===== config.mk =====
export PLATFORM = sky130hd
export DESIGN_NAME = opn_mmr
export DESIGN_NICKNAME = d
export VERILOG_FILES = /design/src/hdl/opn_regmap_pkg.sv /design/src/hdl/opn_bus_pkg.sv /design/src/hdl/opn_busy_fsm.sv /design/src/hdl/opn_ch3_freq.sv /design/src/hdl/opn_global_regs.sv /design/src/hdl/opn_host_port.sv /design/src/hdl/opn_mmr.sv /design/src/hdl/opn_prescaler.sv /design/src/hdl/opn_update_decode.sv
export SDC_FILE = /design/constraint.sdc
export NUM_CORES = 1
export LEC_CHECK = 0
export BUFFER_PORTS_ARGS = -buffer_cell sky130_fd_sc_hd__buf_4
export CAP_MARGIN = 20
export CELL_PAD_IN_SITES_DETAIL_PLACEMENT = 0
export CELL_PAD_IN_SITES_GLOBAL_PLACEMENT = 1
export CORE_MARGIN = 8
export CORE_UTILIZATION = 41
export DETAILED_ROUTE_END_ITERATION = 7
export PLACE_DENSITY = 0.82
export SLEW_MARGIN = 5
export SYNTH_ARGS = -nofsm -noshare
export SYNTH_HDL_FRONTEND = slang
export SYNTH_SLANG_ARGS = --single-unit

===== constraint.sdc =====
create_clock -name clk -period 2.05 [get_ports clk]
set_clock_uncertainty 0.1 [all_clocks]
set_input_delay 0 -clock clk [delete_from_list [all_inputs] [get_ports clk]]
set_output_delay 0 -clock clk [all_outputs]
set_load 0.01 [all_outputs]

===== src/hdl/opn_regmap_pkg.sv =====
/*
 * OPN register map
 * Register numbers, field widths and prescaler constants for the host
 * register interface of the six-channel FM synthesis chip
 */
package opn_regmap_pkg;

    typedef logic [7:0]  reg_addr_t;   // Register number
    typedef logic [7:0]  reg_data_t;   // Host data word
    typedef logic [10:0] fnum_t;       // Frequency number
    typedef logic [2:0]  block_t;      // Octave block
    typedef logic [5:0]  fnum_hi_t;    // Block plus fnum[10:8]
    typedef logic [9:0]  timer_a_t;
    typedef logic [7:0]  timer_b_t;
    typedef logic [8:0]  pcm_t;        // DAC sample
    typedef logic [1:0]  div_sel_t;    // Prescaler select
    typedef logic [2:0]  div_cnt_t;    // Prescaler counter
    typedef logic [5:0]  busy_cnt_t;   // Busy tick counter

    // Bank-0 global registers
    localparam reg_addr_t REG_TEST    = 8'h21;
    localparam reg_addr_t REG_LFO     = 8'h22;
    localparam reg_addr_t REG_CLKA1   = 8'h24;
    localparam reg_addr_t REG_CLKA2   = 8'h25;
    localparam reg_addr_t REG_CLKB    = 8'h26;
    localparam reg_addr_t REG_TIMER   = 8'h27;
    localparam reg_addr_t REG_KON     = 8'h28;
    localparam reg_addr_t REG_PCM     = 8'h2A;
    localparam reg_addr_t REG_PCM_EN  = 8'h2B;
    localparam reg_addr_t REG_DACTEST = 8'h2C;

    // Prescaler select, acts on the address write alone
    localparam reg_addr_t REG_CLK_N6  = 8'h2D;
    localparam reg_addr_t REG_CLK_N3  = 8'h2E;
    localparam reg_addr_t REG_CLK_N2  = 8'h2F;

    // Channel-3 special mode, operators 1 to 3
    localparam reg_addr_t REG_CH3_OP1 = 8'hA9;
    localparam reg_addr_t REG_CH3_OP2 = 8'hAA;
    localparam reg_addr_t REG_CH3_OP3 = 8'hA8;

    localparam div_sel_t DIV_SEL_RESET = 2'b10;  // Divide by 6
    localparam div_cnt_t DIV_RATIO_6   = 3'd6;
    localparam div_cnt_t DIV_RATIO_3   = 3'd3;
    localparam div_cnt_t DIV_RATIO_2   = 3'd2;

    localparam busy_cnt_t BUSY_TICKS = 6'd32;    // clk_en ticks per data write

endpackage


===== src/hdl/opn_bus_pkg.sv =====
/*
 * OPN grouped signals
 * Packed structs for the host write, the global register outputs, the
 * channel-3 frequencies and the update strobes, plus the busy FSM states
 */
package opn_bus_pkg;

    // Current data write with its latched select
    typedef struct packed {
        logic                      valid;
        logic                      part;   // Bank
        opn_regmap_pkg::reg_addr_t addr;
        opn_regmap_pkg::reg_data_t data;
    } reg_write_t;

    typedef struct packed {
        opn_regmap_pkg::timer_a_t value_a;
        opn_regmap_pkg::timer_b_t value_b;
        logic                     load_a;
        logic                     load_b;
        logic                     irq_en_a;
        logic                     irq_en_b;
        logic                     clr_flag_a;  // One-shot
        logic                     clr_flag_b;  // One-shot
        logic                     fast;
    } timer_ctl_t;

    typedef struct packed {
        logic       en;
        logic [2:0] freq;
    } lfo_cfg_t;

    typedef struct packed {
        logic eg_stop;
        logic pg_stop;
    } test_cfg_t;

    typedef struct packed {
        opn_regmap_pkg::pcm_t sample;
        logic                 en;
        logic                 wr;      // One-shot
    } pcm_out_t;

    typedef struct packed {
        opn_regmap_pkg::block_t op1_block;
        opn_regmap_pkg::fnum_t  op1_fnum;
        opn_regmap_pkg::block_t op2_block;
        opn_regmap_pkg::fnum_t  op2_fnum;
        opn_regmap_pkg::block_t op3_block;
        opn_regmap_pkg::fnum_t  op3_fnum;
    } ch3_freq_t;

    // Strobes for the per-channel register file
    typedef struct packed {
        logic                      keyon;
        logic [2:0]                chreg;  // fnumlo, alg, pms from bit 0
        logic [6:0]                opreg;  // dt1 up to ssgeg from bit 0
        logic [2:0]                ch;     // Part and channel
        logic [1:0]                op;
        opn_regmap_pkg::reg_data_t data;
    } chan_update_t;

    typedef enum logic {
        IDLE,
        BUSY
    } busy_state_e;

endpackage


===== src/hdl/opn_busy_fsm.sv =====
/*
 * OPN busy flag
 * Raises busy after each data write and drops it once the set number of
 * clock-enable ticks has passed; a new write restarts the count
 */
`timescale 1ns/1ps

module opn_busy_fsm (
    input  logic clk,
    input  logic rst,
    input  logic clk_en,
    input  logic data_start,
    output logic busy
);

    opn_bus_pkg::busy_state_e  state;
    opn_regmap_pkg::busy_cnt_t ticks;
    opn_regmap_pkg::busy_cnt_t ticks_next;

    assign ticks_next = ticks + 6'd1;

    always_ff @(posedge clk) begin
        if (rst) begin
            state <= opn_bus_pkg::IDLE;
            ticks <= '0;
        end else if (data_start) begin
            // Restart, also while already busy
            state <= opn_bus_pkg::BUSY;
            ticks <= '0;
        end else begin
            case (state)
                opn_bus_pkg::BUSY: begin
                    if (clk_en) begin
                        if (ticks_next == opn_regmap_pkg::BUSY_TICKS) begin
                            state <= opn_bus_pkg::IDLE;
                            ticks <= '0;
                        end else begin
                            ticks <= ticks_next;
                        end
                    end
                end
                default: begin
                    ticks <= '0;  // Idle keeps the count parked
                end
            endcase
        end
    end

    assign busy = (state == opn_bus_pkg::BUSY);

endmodule


===== src/hdl/opn_ch3_freq.sv =====
/*
 * OPN channel-3 frequencies
 * Per-operator block and fnum for channel-3 special mode, loaded through
 * the frequency-high latch shared by all channels
 */
`timescale 1ns/1ps

module opn_ch3_freq (
    input  logic                    clk,
    input  logic                    rst,
    input  opn_bus_pkg::reg_write_t wr,
    output opn_bus_pkg::ch3_freq_t  ch3
);

    opn_regmap_pkg::fnum_hi_t fnum_hi;  // Block and fnum[10:8]

    // Both banks reach the latch
    always_ff @(posedge clk) begin
        if (rst) begin
            fnum_hi <= '0;
            ch3     <= '0;
        end else if (wr.valid) begin
            case (wr.addr)
                8'hA4, 8'hA5, 8'hA6,
                8'hAC, 8'hAD, 8'hAE: fnum_hi <= wr.data[5:0];
                opn_regmap_pkg::REG_CH3_OP1: begin
                    {ch3.op1_block, ch3.op1_fnum} <= {fnum_hi, wr.data};
                end
                opn_regmap_pkg::REG_CH3_OP2: begin
                    {ch3.op2_block, ch3.op2_fnum} <= {fnum_hi, wr.data};
                end
                opn_regmap_pkg::REG_CH3_OP3: begin
                    {ch3.op3_block, ch3.op3_fnum} <= {fnum_hi, wr.data};
                end
                default: ;
            endcase
        end
    end

endmodule


===== src/hdl/opn_global_regs.sv =====
/*
 * OPN global registers
 * Bank-0 test, LFO, timer, timer control and DAC registers. The timer
 * flag clears and the PCM write pulse drop on the next idle clock enable
 */
`timescale 1ns/1ps

module opn_global_regs (
    input  logic                     clk,
    input  logic                     rst,
    input  logic                     clk_en,
    input  opn_bus_pkg::reg_write_t  wr,
    output opn_bus_pkg::timer_ctl_t  timer,
    output opn_bus_pkg::lfo_cfg_t    lfo,
    output opn_bus_pkg::test_cfg_t   test,
    output opn_bus_pkg::pcm_out_t    pcm,
    output logic                     ch3_effect
);

    logic bank0_wr;

    assign bank0_wr = wr.valid && !wr.part;

    always_ff @(posedge clk) begin
        if (rst) begin
            timer      <= '0;
            lfo        <= '0;
            test       <= '0;
            pcm        <= '0;
            ch3_effect <= 1'b0;
        end else if (wr.valid) begin
            if (bank0_wr) begin
                case (wr.addr)
                    opn_regmap_pkg::REG_TEST: begin
                        test.eg_stop <= wr.data[5];
                        test.pg_stop <= wr.data[3];
                        timer.fast   <= wr.data[2];
                    end
                    opn_regmap_pkg::REG_LFO: begin
                        lfo.en   <= wr.data[3];
                        lfo.freq <= wr.data[2:0];
                    end
                    opn_regmap_pkg::REG_CLKA1: timer.value_a[9:2] <= wr.data;
                    opn_regmap_pkg::REG_CLKA2: timer.value_a[1:0] <= wr.data[1:0];
                    opn_regmap_pkg::REG_CLKB:  timer.value_b      <= wr.data;
                    opn_regmap_pkg::REG_TIMER: begin
                        ch3_effect       <= |wr.data[7:6];  // Any special mode
                        timer.clr_flag_b <= wr.data[5];
                        timer.clr_flag_a <= wr.data[4];
                        timer.irq_en_b   <= wr.data[3];
                        timer.irq_en_a   <= wr.data[2];
                        timer.load_b     <= wr.data[1];
                        timer.load_a     <= wr.data[0];
                    end
                    opn_regmap_pkg::REG_PCM: begin
                        // Offset binary to the DAC, LSB forced high
                        pcm.sample <= {~wr.data[7], wr.data[6:0], 1'b1};
                    end
                    opn_regmap_pkg::REG_PCM_EN:  pcm.en        <= wr.data[7];
                    opn_regmap_pkg::REG_DACTEST: pcm.sample[0] <= wr.data[3];
                    default: ;
                endcase
            end
            // Any other data write ends the pulse
            pcm.wr <= bank0_wr && (wr.addr == opn_regmap_pkg::REG_PCM);
        end else if (clk_en) begin
            timer.clr_flag_a <= 1'b0;
            timer.clr_flag_b <= 1'b0;
            pcm.wr           <= 1'b0;
        end
    end

endmodule


===== src/hdl/opn_host_port.sv =====
/*
 * OPN host port
 * Keeps the register number and bank chosen by address writes and
 * presents each data write together with that selection
 */
`timescale 1ns/1ps

module opn_host_port (
    input  logic                       clk,
    input  logic                       rst,
    input  opn_regmap_pkg::reg_data_t  din,
    input  logic [1:0]                 addr,
    input  logic                       write,
    output opn_bus_pkg::reg_write_t    wr,
    output logic                       data_start
);

    opn_regmap_pkg::reg_addr_t sel_addr;
    logic                      sel_part;
    logic                      old_write;

    // Select latch
    always_ff @(posedge clk) begin
        if (rst) begin
            sel_addr <= '0;
            sel_part <= 1'b0;
        end else if (write && !addr[0]) begin
            sel_addr <= din;
            sel_part <= addr[1];  // Bank comes from the address write
        end
    end

    always_ff @(posedge clk) begin
        if (rst) begin
            old_write <= 1'b0;
        end else begin
            old_write <= write;
        end
    end

    // Data write as seen by the register blocks
    always_comb begin
        wr.valid = write && addr[0];
        wr.part  = sel_part;
        wr.addr  = sel_addr;
        wr.data  = din;
    end

    assign data_start = write && !old_write && addr[0];  // Rising edge only

endmodule


===== src/hdl/opn_mmr.sv =====
/*
 * OPN host register interface
 * Top level: host port, prescaler, busy flag, global registers,
 * channel-3 frequencies and the update strobe decode
 */
`timescale 1ns/1ps

module opn_mmr (
    input  logic                      clk,
    input  logic                      rst,
    input  opn_regmap_pkg::reg_data_t din,
    input  logic [1:0]                addr,
    input  logic                      write,
    output logic                      clk_en,
    output logic                      busy,
    output opn_bus_pkg::timer_ctl_t   timer,
    output opn_bus_pkg::lfo_cfg_t     lfo,
    output opn_bus_pkg::test_cfg_t    test,
    output opn_bus_pkg::pcm_out_t     pcm,
    output logic                      ch3_effect,
    output opn_bus_pkg::ch3_freq_t    ch3,
    output opn_bus_pkg::chan_update_t update
);

    opn_bus_pkg::reg_write_t wr;          // Current data write
    logic                    data_start;

    opn_host_port host_port_inst (
        .clk        (clk),
        .rst        (rst),
        .din        (din),
        .addr       (addr),
        .write      (write),
        .wr         (wr),
        .data_start (data_start)
    );

    opn_prescaler prescaler_inst (
        .clk    (clk),
        .rst    (rst),
        .write  (write),
        .addr   (addr),
        .din    (din),
        .clk_en (clk_en)
    );

    opn_busy_fsm busy_fsm_inst (
        .clk        (clk),
        .rst        (rst),
        .clk_en     (clk_en),
        .data_start (data_start),
        .busy       (busy)
    );

    opn_global_regs global_regs_inst (
        .clk        (clk),
        .rst        (rst),
        .clk_en     (clk_en),
        .wr         (wr),
        .timer      (timer),
        .lfo        (lfo),
        .test       (test),
        .pcm        (pcm),
        .ch3_effect (ch3_effect)
    );

    opn_ch3_freq ch3_freq_inst (
        .clk (clk),
        .rst (rst),
        .wr  (wr),
        .ch3 (ch3)
    );

    opn_update_decode update_decode_inst (
        .clk    (clk),
        .rst    (rst),
        .wr     (wr),
        .update (update)
    );

endmodule


===== src/hdl/opn_prescaler.sv =====
/*
 * OPN prescaler
 * Picks the divide ratio from address writes to 2D, 2E and 2F and
 * produces a one-cycle clock enable every N clocks
 */
`timescale 1ns/1ps

module opn_prescaler (
    input  logic                      clk,
    input  logic                      rst,
    input  logic                      write,
    input  logic [1:0]                addr,
    input  opn_regmap_pkg::reg_data_t din,
    output logic                      clk_en
);

    opn_regmap_pkg::div_sel_t div_sel;
    opn_regmap_pkg::div_cnt_t cnt;
    opn_regmap_pkg::div_cnt_t ratio;

    // Selecting the register is enough, no data write needed
    always_ff @(posedge clk) begin
        if (rst) begin
            div_sel <= opn_regmap_pkg::DIV_SEL_RESET;
        end else if (write && !addr[0]) begin
            case (din)
                opn_regmap_pkg::REG_CLK_N6: div_sel[1] <= 1'b1;
                opn_regmap_pkg::REG_CLK_N3: div_sel[0] <= 1'b1;
                opn_regmap_pkg::REG_CLK_N2: div_sel    <= 2'b00;
                default: ;
            endcase
        end
    end

    always_comb begin
        case (div_sel)
            2'b10:   ratio = opn_regmap_pkg::DIV_RATIO_6;
            2'b00:   ratio = opn_regmap_pkg::DIV_RATIO_2;
            default: ratio = opn_regmap_pkg::DIV_RATIO_3;  // 01 and 11
        endcase
    end

    // >= also covers a ratio that shrinks mid-count
    always_ff @(posedge clk) begin
        if (rst) begin
            cnt <= '0;
        end else if (cnt >= ratio - 3'd1) begin
            cnt <= '0;
        end else begin
            cnt <= cnt + 3'd1;
        end
    end

    assign clk_en = (cnt == '0);

endmodule


===== src/hdl/opn_update_decode.sv =====
/*
 * OPN update decode
 * Turns channel and operator register writes into one-cycle one-hot
 * strobes with channel, operator and data for the register file
 */
`timescale 1ns/1ps

module opn_update_decode (
    input  logic                      clk,
    input  logic                      rst,
    input  opn_bus_pkg::reg_write_t   wr,
    output opn_bus_pkg::chan_update_t update
);

    always_ff @(posedge clk) begin
        if (rst) begin
            update <= '0;
        end else begin
            update <= '0;  // Strobes last one cycle
            if (wr.valid) begin
                update.keyon <= !wr.part && (wr.addr == opn_regmap_pkg::REG_KON);
                update.ch    <= {wr.part, wr.addr[1:0]};
                update.op    <= wr.addr[3:2];
                update.data  <= wr.data;
                // Channel slot 3 does not exist
                if (wr.addr[1:0] != 2'b11) begin
                    casez (wr.addr)
                        8'hA0, 8'hA1, 8'hA2: update.chreg <= 3'b001;  // fnumlo
                        8'hB0, 8'hB1, 8'hB2: update.chreg <= 3'b010;  // alg
                        8'hB4, 8'hB5, 8'hB6: update.chreg <= 3'b100;  // pms
                        8'h3?: update.opreg <= 7'h01;  // dt1
                        8'h4?: update.opreg <= 7'h02;  // tl
                        8'h5?: update.opreg <= 7'h04;  // ks_ar
                        8'h6?: update.opreg <= 7'h08;  // amen_dr
                        8'h7?: update.opreg <= 7'h10;  // sr
                        8'h8?: update.opreg <= 7'h20;  // sl_rr
                        8'h9?: update.opreg <= 7'h40;  // ssgeg
                        default: ;
                    endcase
                end
            end
        end
    end

endmodule


* Word level (Yosys, flattened, before mapping)
Cells that the tools add are included.
** Cells by class
- Reduce and logical (&&, ||, !) cells :: 41
- Add/sub/neg operators :: 3
- Bitwise gates (word level) :: 4
- Equality and inequality tests :: 43
- Multiplexer cells :: 18
- $lt $le $gt $ge :: 1
** Operator list (count)
- $eq 8x8->1 const B :: 18
- $eq 8x6->1 const B :: 13
- $pmux 7 s7 :: 1
- $reduce_and 3->1 :: 10
- $eq 4x3->1 const B :: 4
- $reduce_or 3->1 :: 5
- $reduce_and 2->1 :: 6
- $pmux 3 s3 :: 1
- $eq 4x4->1 const B :: 2
- $reduce_bool 2->1 :: 4
- $logic_and 1x1->1 :: 7
- $mux 1 :: 7
- $add 6x1->6 const B :: 1
- $eq 6x6->1 const B :: 1
- $mux 2 :: 3
- $mux 6 :: 1
- $ne 2x2->1 const B :: 3
- $pmux 1 s2 :: 3
- $pmux 3 s2 :: 1
- $reduce_or 2->1 :: 3
- $reduce_or 6->1 :: 1
- $eq 4x2->1 const B :: 1
- $not 1->1 :: 4
- $add 3x1->3 const B :: 1
- other kinds (7) :: 9
** Storage, ports and cells
- Output and inout bits :: 111
- Bits in registers :: 137
- Word-level logic and storage cells :: 150

* Depth between registers and ports, before layout
Gate-level depths: netlist (run 1).
- Word-level depth :: 6
- Gate-level depth with buffers :: 6
- Mapped depth without buffers :: 6

* By module
From an unflattened synthesis (run 1), not the netlist that was laid out.
** Second synthesis, totals
- Cell total of the unflattened synthesis :: 585
- Area, all modules :: 5863.1 µm²
** Modules (own cells, without submodules)
- opn_ch3_freq :: cells an instance 172, area an instance 1953.1 µm², instances 1
- opn_global_regs :: cells an instance 224, area an instance 1950.6 µm², instances 1
- opn_update_decode :: cells an instance 62, area an instance 726.9 µm², instances 1
- opn_host_port :: cells an instance 53, area an instance 556.8 µm², instances 1
- opn_busy_fsm :: cells an instance 45, area an instance 371.6 µm², instances 1
- opn_prescaler :: cells an instance 29, area an instance 304.0 µm², instances 1

* Worst setup path before layout (run 1)
OpenSTA, ideal clock, no wires.
- Kind :: reg2reg
- Start point :: register host_port_inst.sel_addr[7]
- End point :: register global_regs_inst.pcm[10] (netlist name)
- Arrival :: 1.674 ns
- Stages on the path, launching flop included :: 5
- Path slack :: 0.155 ns
- Library setup time :: 0.121 ns
- Period minus slack after synthesis :: 1.895 ns
- Cell sequence :: dfxtp_1 > or3_4 > or4b_1 > buf_6 > mux2_4
** On the way
- Cells in the longest elaborated chain, start to end :: 2
** RTL lines
- start: declaration :: RTL line opn_host_port.sv:18 : opn_regmap_pkg::reg_addr_t sel_addr;
- start signal: assignment :: RTL line opn_host_port.sv:28 : sel_addr <= din;
- $eq 8x6->1 :: RTL line opn_global_regs.sv:33 : case (wr.addr)
- $reduce_and 3->1 (no line)
Every way passes these cells.
A chain may end at the register's enable or synchronous reset.

* Worst setup path after layout (run 1)
- Start point :: register host_port_inst.sel_part
- End point :: register global_regs_inst.pcm[8] (netlist name)
** On the way
- Cells in the longest elaborated chain, start to end :: 3
** RTL lines
- start: declaration :: RTL line opn_host_port.sv:19 : logic sel_part;
- start signal: assignment :: RTL line opn_host_port.sv:29 : sel_part <= addr[1];
- $logic_not 1->1 :: RTL line opn_global_regs.sv:22 : assign bank0_wr = wr.valid && !wr.part;
- $logic_and 1x1->1 :: RTL line opn_global_regs.sv:22
- $reduce_and 3->1 (no line)
Every way passes these cells.

==> metrics.cfg, run 1 <==
[routing]
first_iter_violations=113
ant_nets=0
dr.pass1.iters=4
drt-wirelength-per-cell_um=16.8
vias_per_cell=4.86
drcViolationCount=0
vias=4110
drt_wl_total_um=14200

[global_route]
grt_pass1_vias=4328
antenna_found_initial=0
grt_overflow=0
grt_start_max_net_pins=50
grt_pass1_wl_um=22400
grt_usage=0.170

[finish]
final_util=0.554
multi_input_area_um2=2490
diodes=0
ff_latch_area_um2=2740
design_area_um2=7220
drive_gt1_frac=0.272
fill_cells=1199
synthToLayoutAreaGrowth_pct=33.9
nets=675

[die]
die_height_um=131
die-area_um2=17100
core_um2=13000
die_w_um=131
fp-row-count=42
io_pins=124
start_util=0.414

[clock_tree]
postCtsSetupRepairBufs=0
cts_buffers=17
clk_pin_slew_worst_paths_ns=0.06
clockRootBuffer=clkbuf_16
clock-sinks=137
h-tree-depth=4
cts_tree=done
cts_buffer_depth=2
clk-insertion-delay-late_ns=0.41

[setup_path]
cp_slowest_cell=or4b_1
worstSetupPathType=reg2reg
worstPathRequired_ns=2.22
path_cells=or3_4 > or4b_1 > buf_4 > mux2i_1
worstPathMaxFanout=8
endpoint_kind=flip-flop
crit_path_max_incr_delay_ns=0.59
startpoint_type=flip-flop
crit_arrival_ns=2.06

[place]
gp_congestion=0.823
numPortBuffers=123
dpl_cell_area_um2=6560
place_ws_ns=0.166
dpl.hpwl_um=10000

[logic_synthesis]
syn_nets=533
ys_seq_area_frac=0.508
synth_ff_type=dfxtp_1
avgSynthCellArea_um2=10.5
synthTopCellsByCount=dfxtp_1, nand2b_1, mux2i_1, clkbuf_1, nand2_1
ys_top_cells_by_area=dfxtp_1, mux2i_1, nand2b_1
synth_cell_types=44
synth_top_area_frac=0.508
async_reset_ff_frac=0
synth_warnings=0
ys_seq_elements=137
yosysTopAreaCell=dfxtp_1
synth_edf_count=0
synthMostInstantiatedCell=dfxtp_1
syn_inst=514
synth_area_um2=5400

[pwr]
p_total_mw=5.82
peakVddDrop_mv=0.431
p_per_area_nw_per_um2=806
p_leak_nw=3.52

[timing]
fin_crit_sh=0.925
slew_headroom=0.605
rsz0062_at_grt=false
tightest_slew_ns=0.592
hold_viol_final=0
fin_setup_tns_ns=0
clock.fmax_ghz=0.527
setup_viol=0
slew_viol_final=0
layout_setup_ws_ns=0.153
period_minus_slack_ns=1.90

[hold_path]
hp-class=in2reg

[job]
cap_violations=0

[run_status]
status=finished, final reports clean

power by group:
part / internal [mW] / switching [mW] / leakage (nW)
Combinational: 0.148 / 0.181 / 2.15
Clock: 1.68 / 1.11 / 0.263
Sequential: 2.69 / 0.0198 / 1.11
worst max-delay path, delay by kind of cell (launching register included):
kind	cells	cell delay, ns
buffers and inverters	1	0.22
DFF	1	0.34
muxes	1	0.12
and+or+nand+nor	2	0.97
metrics by stage:
stage,std cells,hold WS (ns)
floorplan,514,0.0217
global placement,801,0.133
detailed placement,801,0.137
CTS,845,0.257
global route,845,0.267
finish,845,0.268
placed cells by master, fill, tap and decap left out, drive strengths merged, types with 2 or more instances in the layout:
cell / synthesis / layout
or3: 2 / 2
clkinvlp: 0 / 5
nand2: 24 / 24
nand3b: 7 / 7
nand4: 7 / 7
nand4b: 4 / 4
mux2: 2 / 2
a2111oi: 3 / 3
dlygate4sd3: 0 / 12
mux2i: 92 / 92
nor2b: 12 / 12
a21oi: 13 / 13
dfxtp: 137 / 137
xor2: 2 / 2
buf: 9 / 144
and2: 14 / 14
nand2b: 100 / 100
nor4b: 2 / 2
a311oi: 2 / 2
o21ai: 3 / 3
xnor2: 2 / 2
inv: 6 / 6
nand3: 6 / 6
clkinv: 0 / 8
clkbuf: 24 / 18
nor4: 6 / 6
ha: 6 / 6
nor4bb: 2 / 2
nor3: 3 / 3
nor2: 12 / 12
cells by family (layout without fill, tap and decap cells):
family	Yosys count	in the layout	synth area share
and+or+nand+nor	207	207	0.234
DFF	137	137	0.508
AOI/OAI and AO/OA	27	27	0.0320
adders and majority gates	6	6	0.0139
muxes	94	94	0.176
buffers and inverters	39	194	0.0299
xor gates and xnor gates	4	4	0.00649
state kept, by name (all words and copies together), names as in the netlist, 3 cells and up:
signal	count
busy_fsm_inst.ticks	6
global_regs_inst.pcm	11
ch3_freq_inst.fnum_hi	6
update_decode_inst.update	24
host_port_inst.sel_addr	8
prescaler_inst.cnt	3
global_regs_inst.lfo	4
ch3_freq_inst.ch3	42
global_regs_inst.timer	25
metal layers:
layer,vias to the layer above,GRT usage,part of all wire
li1,2030,-,-
met1,1982,0.203,0.44
met2,88,0.288,0.50
met3,10,0.0463,0.050
met4,0,0.0628,0.010
met5,-,0,0
layout make-up:
class,instances,area share
multi-input cells,338,0.345
clock inverters,14,0.0149
well taps,176,0.0305
clock buffers,18,0.0608
repair buffers,156,0.166
flip-flops and latches,137,0.380
inverters,6,0.00312
worst paths after layout:
kind                            from  slack, ns                            to  cells past startpoint
max          host_port_inst.sel_part       0.15       global_regs_inst.pcm[8]                      4
min                           din[1]       0.27  update_decode_inst.update[1]                      3
max reg2reg  host_port_inst.sel_part       0.15       global_regs_inst.pcm[8]                      4
min reg2reg    prescaler_inst.cnt[0]       0.37         prescaler_inst.cnt[0]                      1
timing repair:
| action | in CTS | in global routing |
|---|---|---|
| endpoints found under the hold margin | 36 | 0 |
| gates resized for setup | 0 | 0 |
| hold buffers | 12 | 0 |
Power figures use the tool's default switching activity.
==> inputs of run 2 (changes only) <==
--- a/config.mk
+++ b/config.mk
@@ -9,11 +9,11 @@
 export CAP_MARGIN = 20
 export CELL_PAD_IN_SITES_DETAIL_PLACEMENT = 0
 export CELL_PAD_IN_SITES_GLOBAL_PLACEMENT = 1
-export CORE_MARGIN = 8
+export CORE_MARGIN = 2
 export CORE_UTILIZATION = 41
 export DETAILED_ROUTE_END_ITERATION = 7
 export PLACE_DENSITY = 0.82
-export SLEW_MARGIN = 5
+export SLEW_MARGIN = 30
 export SYNTH_ARGS = -nofsm -noshare
 export SYNTH_HDL_FRONTEND = slang
 export SYNTH_SLANG_ARGS = --single-unit
==> metrics.cfg, run 2 (synthesis results as in run 1) <==
[hold_path]
min_from=din[1]
min_path_cells=3
holdPathEnd=update_decode_inst.update[1]
hp-class=in2reg

[timing]
setup_viol=0
layout_setup_ws_ns=0.140
fin_crit_sh=0.932
tightest_slew_ns=0.683
hold_ws_ns=0.265
slew_viol_final=0
rsz0062_at_grt=false
fin_setup_tns_ns=0
slew_headroom=0.544
clock.fmax_ghz=0.524
period_minus_slack_ns=1.91
hold_viol_final=0

[place]
gp_congestion=0.856
dp.cells=794
dpl.hpwl_um=9110
place_ws_ns=0.156
dpl_cell_area_um2=6530
numPortBuffers=123

[die]
io_pins=124
die-area_um2=14100
fp-row-count=41
core_um2=12700
die_height_um=119
start_util=0.424
die_w_um=119

[routing]
drt-wirelength-per-cell_um=16.2
first_iter_violations=224
top_layer_used=met4
vias=4110
drt_wl_total_um=13600
vias_per_cell=4.90
met1Wirelength_um=6020
ant_nets=0
drcViolationCount=0
routed-wl-met3_um=705
dr.pass1.iters=4
wl_met2_um=6640

[setup_path]
r2r-end=global_regs_inst.pcm[6]
startpoint_type=flip-flop
worstPathMaxFanout=7
reg2reg_from=host_port_inst.sel_part
worstPathRequired_ns=2.22
worstSetupPathType=reg2reg
crit_arrival_ns=2.08
worstRegToRegCells=4
endpoint_kind=flip-flop
rrSetupSlack_ns=0.14

[run_status]
status=finished, final reports clean

[finish]
design_area_um2=7250
largest_register_ffs=42
nets=673
top_regs=ch3_freq_inst.ch3: 42 flops, global_regs_inst.timer: 25 flops, update_decode_inst.update: 24 flops
fill_cells=1124
multi_input_area_um2=2490
drive_gt1_frac=0.268
regMostFlops=ch3_freq_inst.ch3
final_util=0.570
layoutNonFillerInstCount=839
final_common_cell=buf_4
layout_common_cells=buf_4, dfxtp_1, nand2b_1, mux2i_1, nand2_1
ff_latch_area_um2=2740
diodes=0
synthToLayoutAreaGrowth_pct=34.4

[global_route]
grt_pass1_wl_um=21700
grt_usage=0.198
grt_pass1_vias=4072
antenna_found_initial=0
grt_start_max_net_pins=54
grt_overflow=0

[clock_tree]
clk-insertion-delay-late_ns=0.42
clockRootBuffer=clkbuf_16
cts_buffer_depth=2
postCtsSetupRepairBufs=0
h-tree-depth=4
cts_buffers=17
clk_pin_slew_worst_paths_ns=0.06
clock-sinks=137
cts_tree=done

[pwr]
p_per_area_nw_per_um2=832
p_leak_nw=3.53
peakVddDrop_mv=0.469
p_total_mw=6.04

[job]
cap_violations=0

## run 2: layout make-up
class	instances	area share
clock buffer	20	0.0644
inverter	6	0.00311
multi-input combinational	338	0.344
timing repair buffer	154	0.164
tap	172	0.0297
sequential	137	0.378
clock inverter	12	0.0171
## run 2: report_power, final
group,internal [mW],total (mW),switching (mW)
combinational,0.145,0.328,0.182
sequential,2.69,2.71,0.0197
clock,1.87,3.00,1.13
total,4.71,6.04,1.33
## run 2: worst max-delay path by stage
stage | start | to | slack, ns | cells past startpoint
final | host_port_inst.sel_part | global_regs_inst.pcm[6] | 0.14 | 4
after global routing | host_port_inst.sel_part | global_regs_inst.pcm[7] | 0.07 | 4
after CTS | host_port_inst.sel_part | global_regs_inst.pcm[6] | 0.13 | 4
after detailed placement | host_port_inst.sel_part | global_regs_inst.pcm[6] | 0.16 | 4
after global placement | host_port_inst.sel_part | global_regs_inst.pcm[6] | 0.17 | 4
after floorplan | host_port_inst.sel_addr[7] | global_regs_inst.pcm[10] | 0.15 | 4
## run 2: worst max-delay path, cell delays in order, from the launching register on
cell     delay [ns]
dfxtp_1        0.33
or3_4          0.38
or4b_1         0.60
buf_4          0.22
mux2i_1        0.13
## run 2: layer usage
metal,up-vias,track usage
li1,2023,-
met3,23,0.0574
met1,1944,0.247
met4,0,0.0722
met5,-,0
met2,120,0.324
## run 2: timing repair
item                      CTS  global route
hold endpoints to repair   33             0
gates resized for setup     0             0
hold buffers               13             0
==> inputs of run 3 (changes only) <==
--- a/config.mk
+++ b/config.mk
@@ -9,6 +9,7 @@
 export CAP_MARGIN = 20
 export CELL_PAD_IN_SITES_DETAIL_PLACEMENT = 0
 export CELL_PAD_IN_SITES_GLOBAL_PLACEMENT = 1
+export CORE_ASPECT_RATIO = 0.5
 export CORE_MARGIN = 2
 export CORE_UTILIZATION = 41
 export DETAILED_ROUTE_END_ITERATION = 7
==> metrics.cfg, run 3 (synthesis results as in run 1) <==
[run_status]
status=finished, final reports clean

[routing]
vias=4088
drcViolationCount=0
ant_nets=0
vias_per_cell=4.87
drt_wl_total_um=13200
drt-wirelength-per-cell_um=15.7
first_iter_violations=213
dr.pass1.iters=4

[setup_path]
endpoint_kind=flip-flop
worstPathRequired_ns=2.30
worstRegToRegCells=4
startpoint_type=input pin
startpoint=write
worstPathMaxFanout=10
crit_arrival_ns=2.18
reg2reg_from=host_port_inst.sel_part
r2r-end=global_regs_inst.pcm[6]
worstSetupPathType=in2reg
rrSetupSlack_ns=0.17

[timing]
slew_viol_final=0
clock.fmax_ghz=0.517
fin_setup_tns_ns=0
rsz0062_at_grt=false
setup_viol=0
hold_viol_final=0
fin_crit_sh=0.944
slew_headroom=0.596
tightest_slew_ns=0.606
layout_setup_ws_ns=0.115
period_minus_slack_ns=1.94

[pwr]
p_per_area_nw_per_um2=836
peakVddDrop_mv=0.451
seqPwrFrac=0.444
p_leak_nw=3.55
swShare=0.236
p_clk_frac=0.501
p_total_mw=6.09
power.share.combinational=0.055
intPower_mw=4.65
p_sw_mw=1.44

[hold_path]
min_path_cells=3
holdPathEnd=update_decode_inst.update[1]
min_from=din[1]
hp-class=in2reg

[finish]
layout_common_cells=buf_4, dfxtp_1, nand2b_1, mux2i_1, nand2_1
top_regs=ch3_freq_inst.ch3: 42 flops, global_regs_inst.timer: 25 flops, update_decode_inst.update: 24 flops
drive_gt1_frac=0.266
nets=675
regMostFlops=ch3_freq_inst.ch3
largest_register_ffs=42
final_common_cell=buf_4
synthToLayoutAreaGrowth_pct=35.0
layoutNonFillerInstCount=839
fill_cells=1153
final_util=0.570
diodes=0

[clock_tree]
cts_tree=done
cts_buffer_depth=2
h-tree-depth=4
cts_buffers=17
clk-insertion-delay-late_ns=0.42
postCtsSetupRepairBufs=0
clock-sinks=137
clockRootBuffer=clkbuf_16
clk_pin_slew_worst_paths_ns=0.06

[global_route]
grt_busiest_layer=met2
grt_util_met1=0.265
grt_overflow=0
use_met2=0.307
grt_usage=0.193
grt_pass1_vias=3978
grt_start_max_net_pins=78
met3_usage=0.0434
grt_pass1_wl_um=21300
antenna_found_initial=0

[place]
dpl.hpwl_um=8960
gp_congestion=0.776
place_ws_ns=0.164
numPortBuffers=123
dp.cells=791

[die]
start_util=0.422
die_w_um=166
die_height_um=85.1
fp-row-count=29
io_pins=124
die-area_um2=14100
core_um2=12800

[job]
cap_violations=0

[run 3: per-stage QoR]
| step | cell area [um2] | hold slack, ns |
|---|---|---|
| CTS | 7280 | 0.252 |
| global placement | 6530 | 0.136 |
| global route | 7290 | 0.282 |
| floorplan | 5400 | 0.0217 |
| finish | 7290 | 0.270 |
| detailed placement | 6530 | 0.142 |
[run 3: worst max path at each step]
stage / endpoint
2_1_floorplan: global_regs_inst.pcm[10]
3_3_place_gp: global_regs_inst.pcm[7]
3_5_place_dp: global_regs_inst.pcm[6]
4_1_cts: host_port_inst.sel_addr[2]
5_1_grt: global_regs_inst.timer[22]
6_report: host_port_inst.sel_part
[run 3: final cells by class]
class | count | area (um2) | area share
Clock buffer | 17 | 425 | 0.0584
Clock inverter | 15 | 165 | 0.0227
Inverter | 6 | 22.5 | 0.00309
Multi-Input combinational cell | 338 | 2490 | 0.342
Sequential cell | 137 | 2740 | 0.376
Tap cell | 170 | 213 | 0.0292
Timing Repair Buffer | 156 | 1230 | 0.168
[run 3: routing by layer]
layer  up-vias  part of all wire
met2        75              0.47
met5         -                 0
met4         0            0.0049
li1       2037                 -
met1      1972              0.49
met3         4             0.040
[run 3: what timing repair did]
action | CTS | global route
endpoints found under the hold margin | 36 | 0
setup endpoints to repair | 0 | 1
gates resized for setup | 0 | 1
hold buffers | 16 | 0
[run 3: power groups by stage]
| stage | clock network, mW | logic [mW] | registers (mW) |
|---|---|---|---|
| after CTS | 3.12 | 0.333 | 2.71 |
| after global routing | 3.24 | 0.364 | 2.71 |
| after detailed placement | 0 | 0.310 | 2.76 |
| final | 3.05 | 0.332 | 2.71 |
| after floorplan | 0 | 0.185 | 2.77 |
| after global placement | 0 | 0.305 | 2.76 |
[run 3: critical path, cell delays in order]
cell and delay, ns:
dlygate4sd3_1 0.53, buf_4 0.17, nor2b_1 0.19, nand2_1 0.06, dlygate4sd3_1 0.55, a21oi_1 0.12
dlygate4sd3_1 0.56
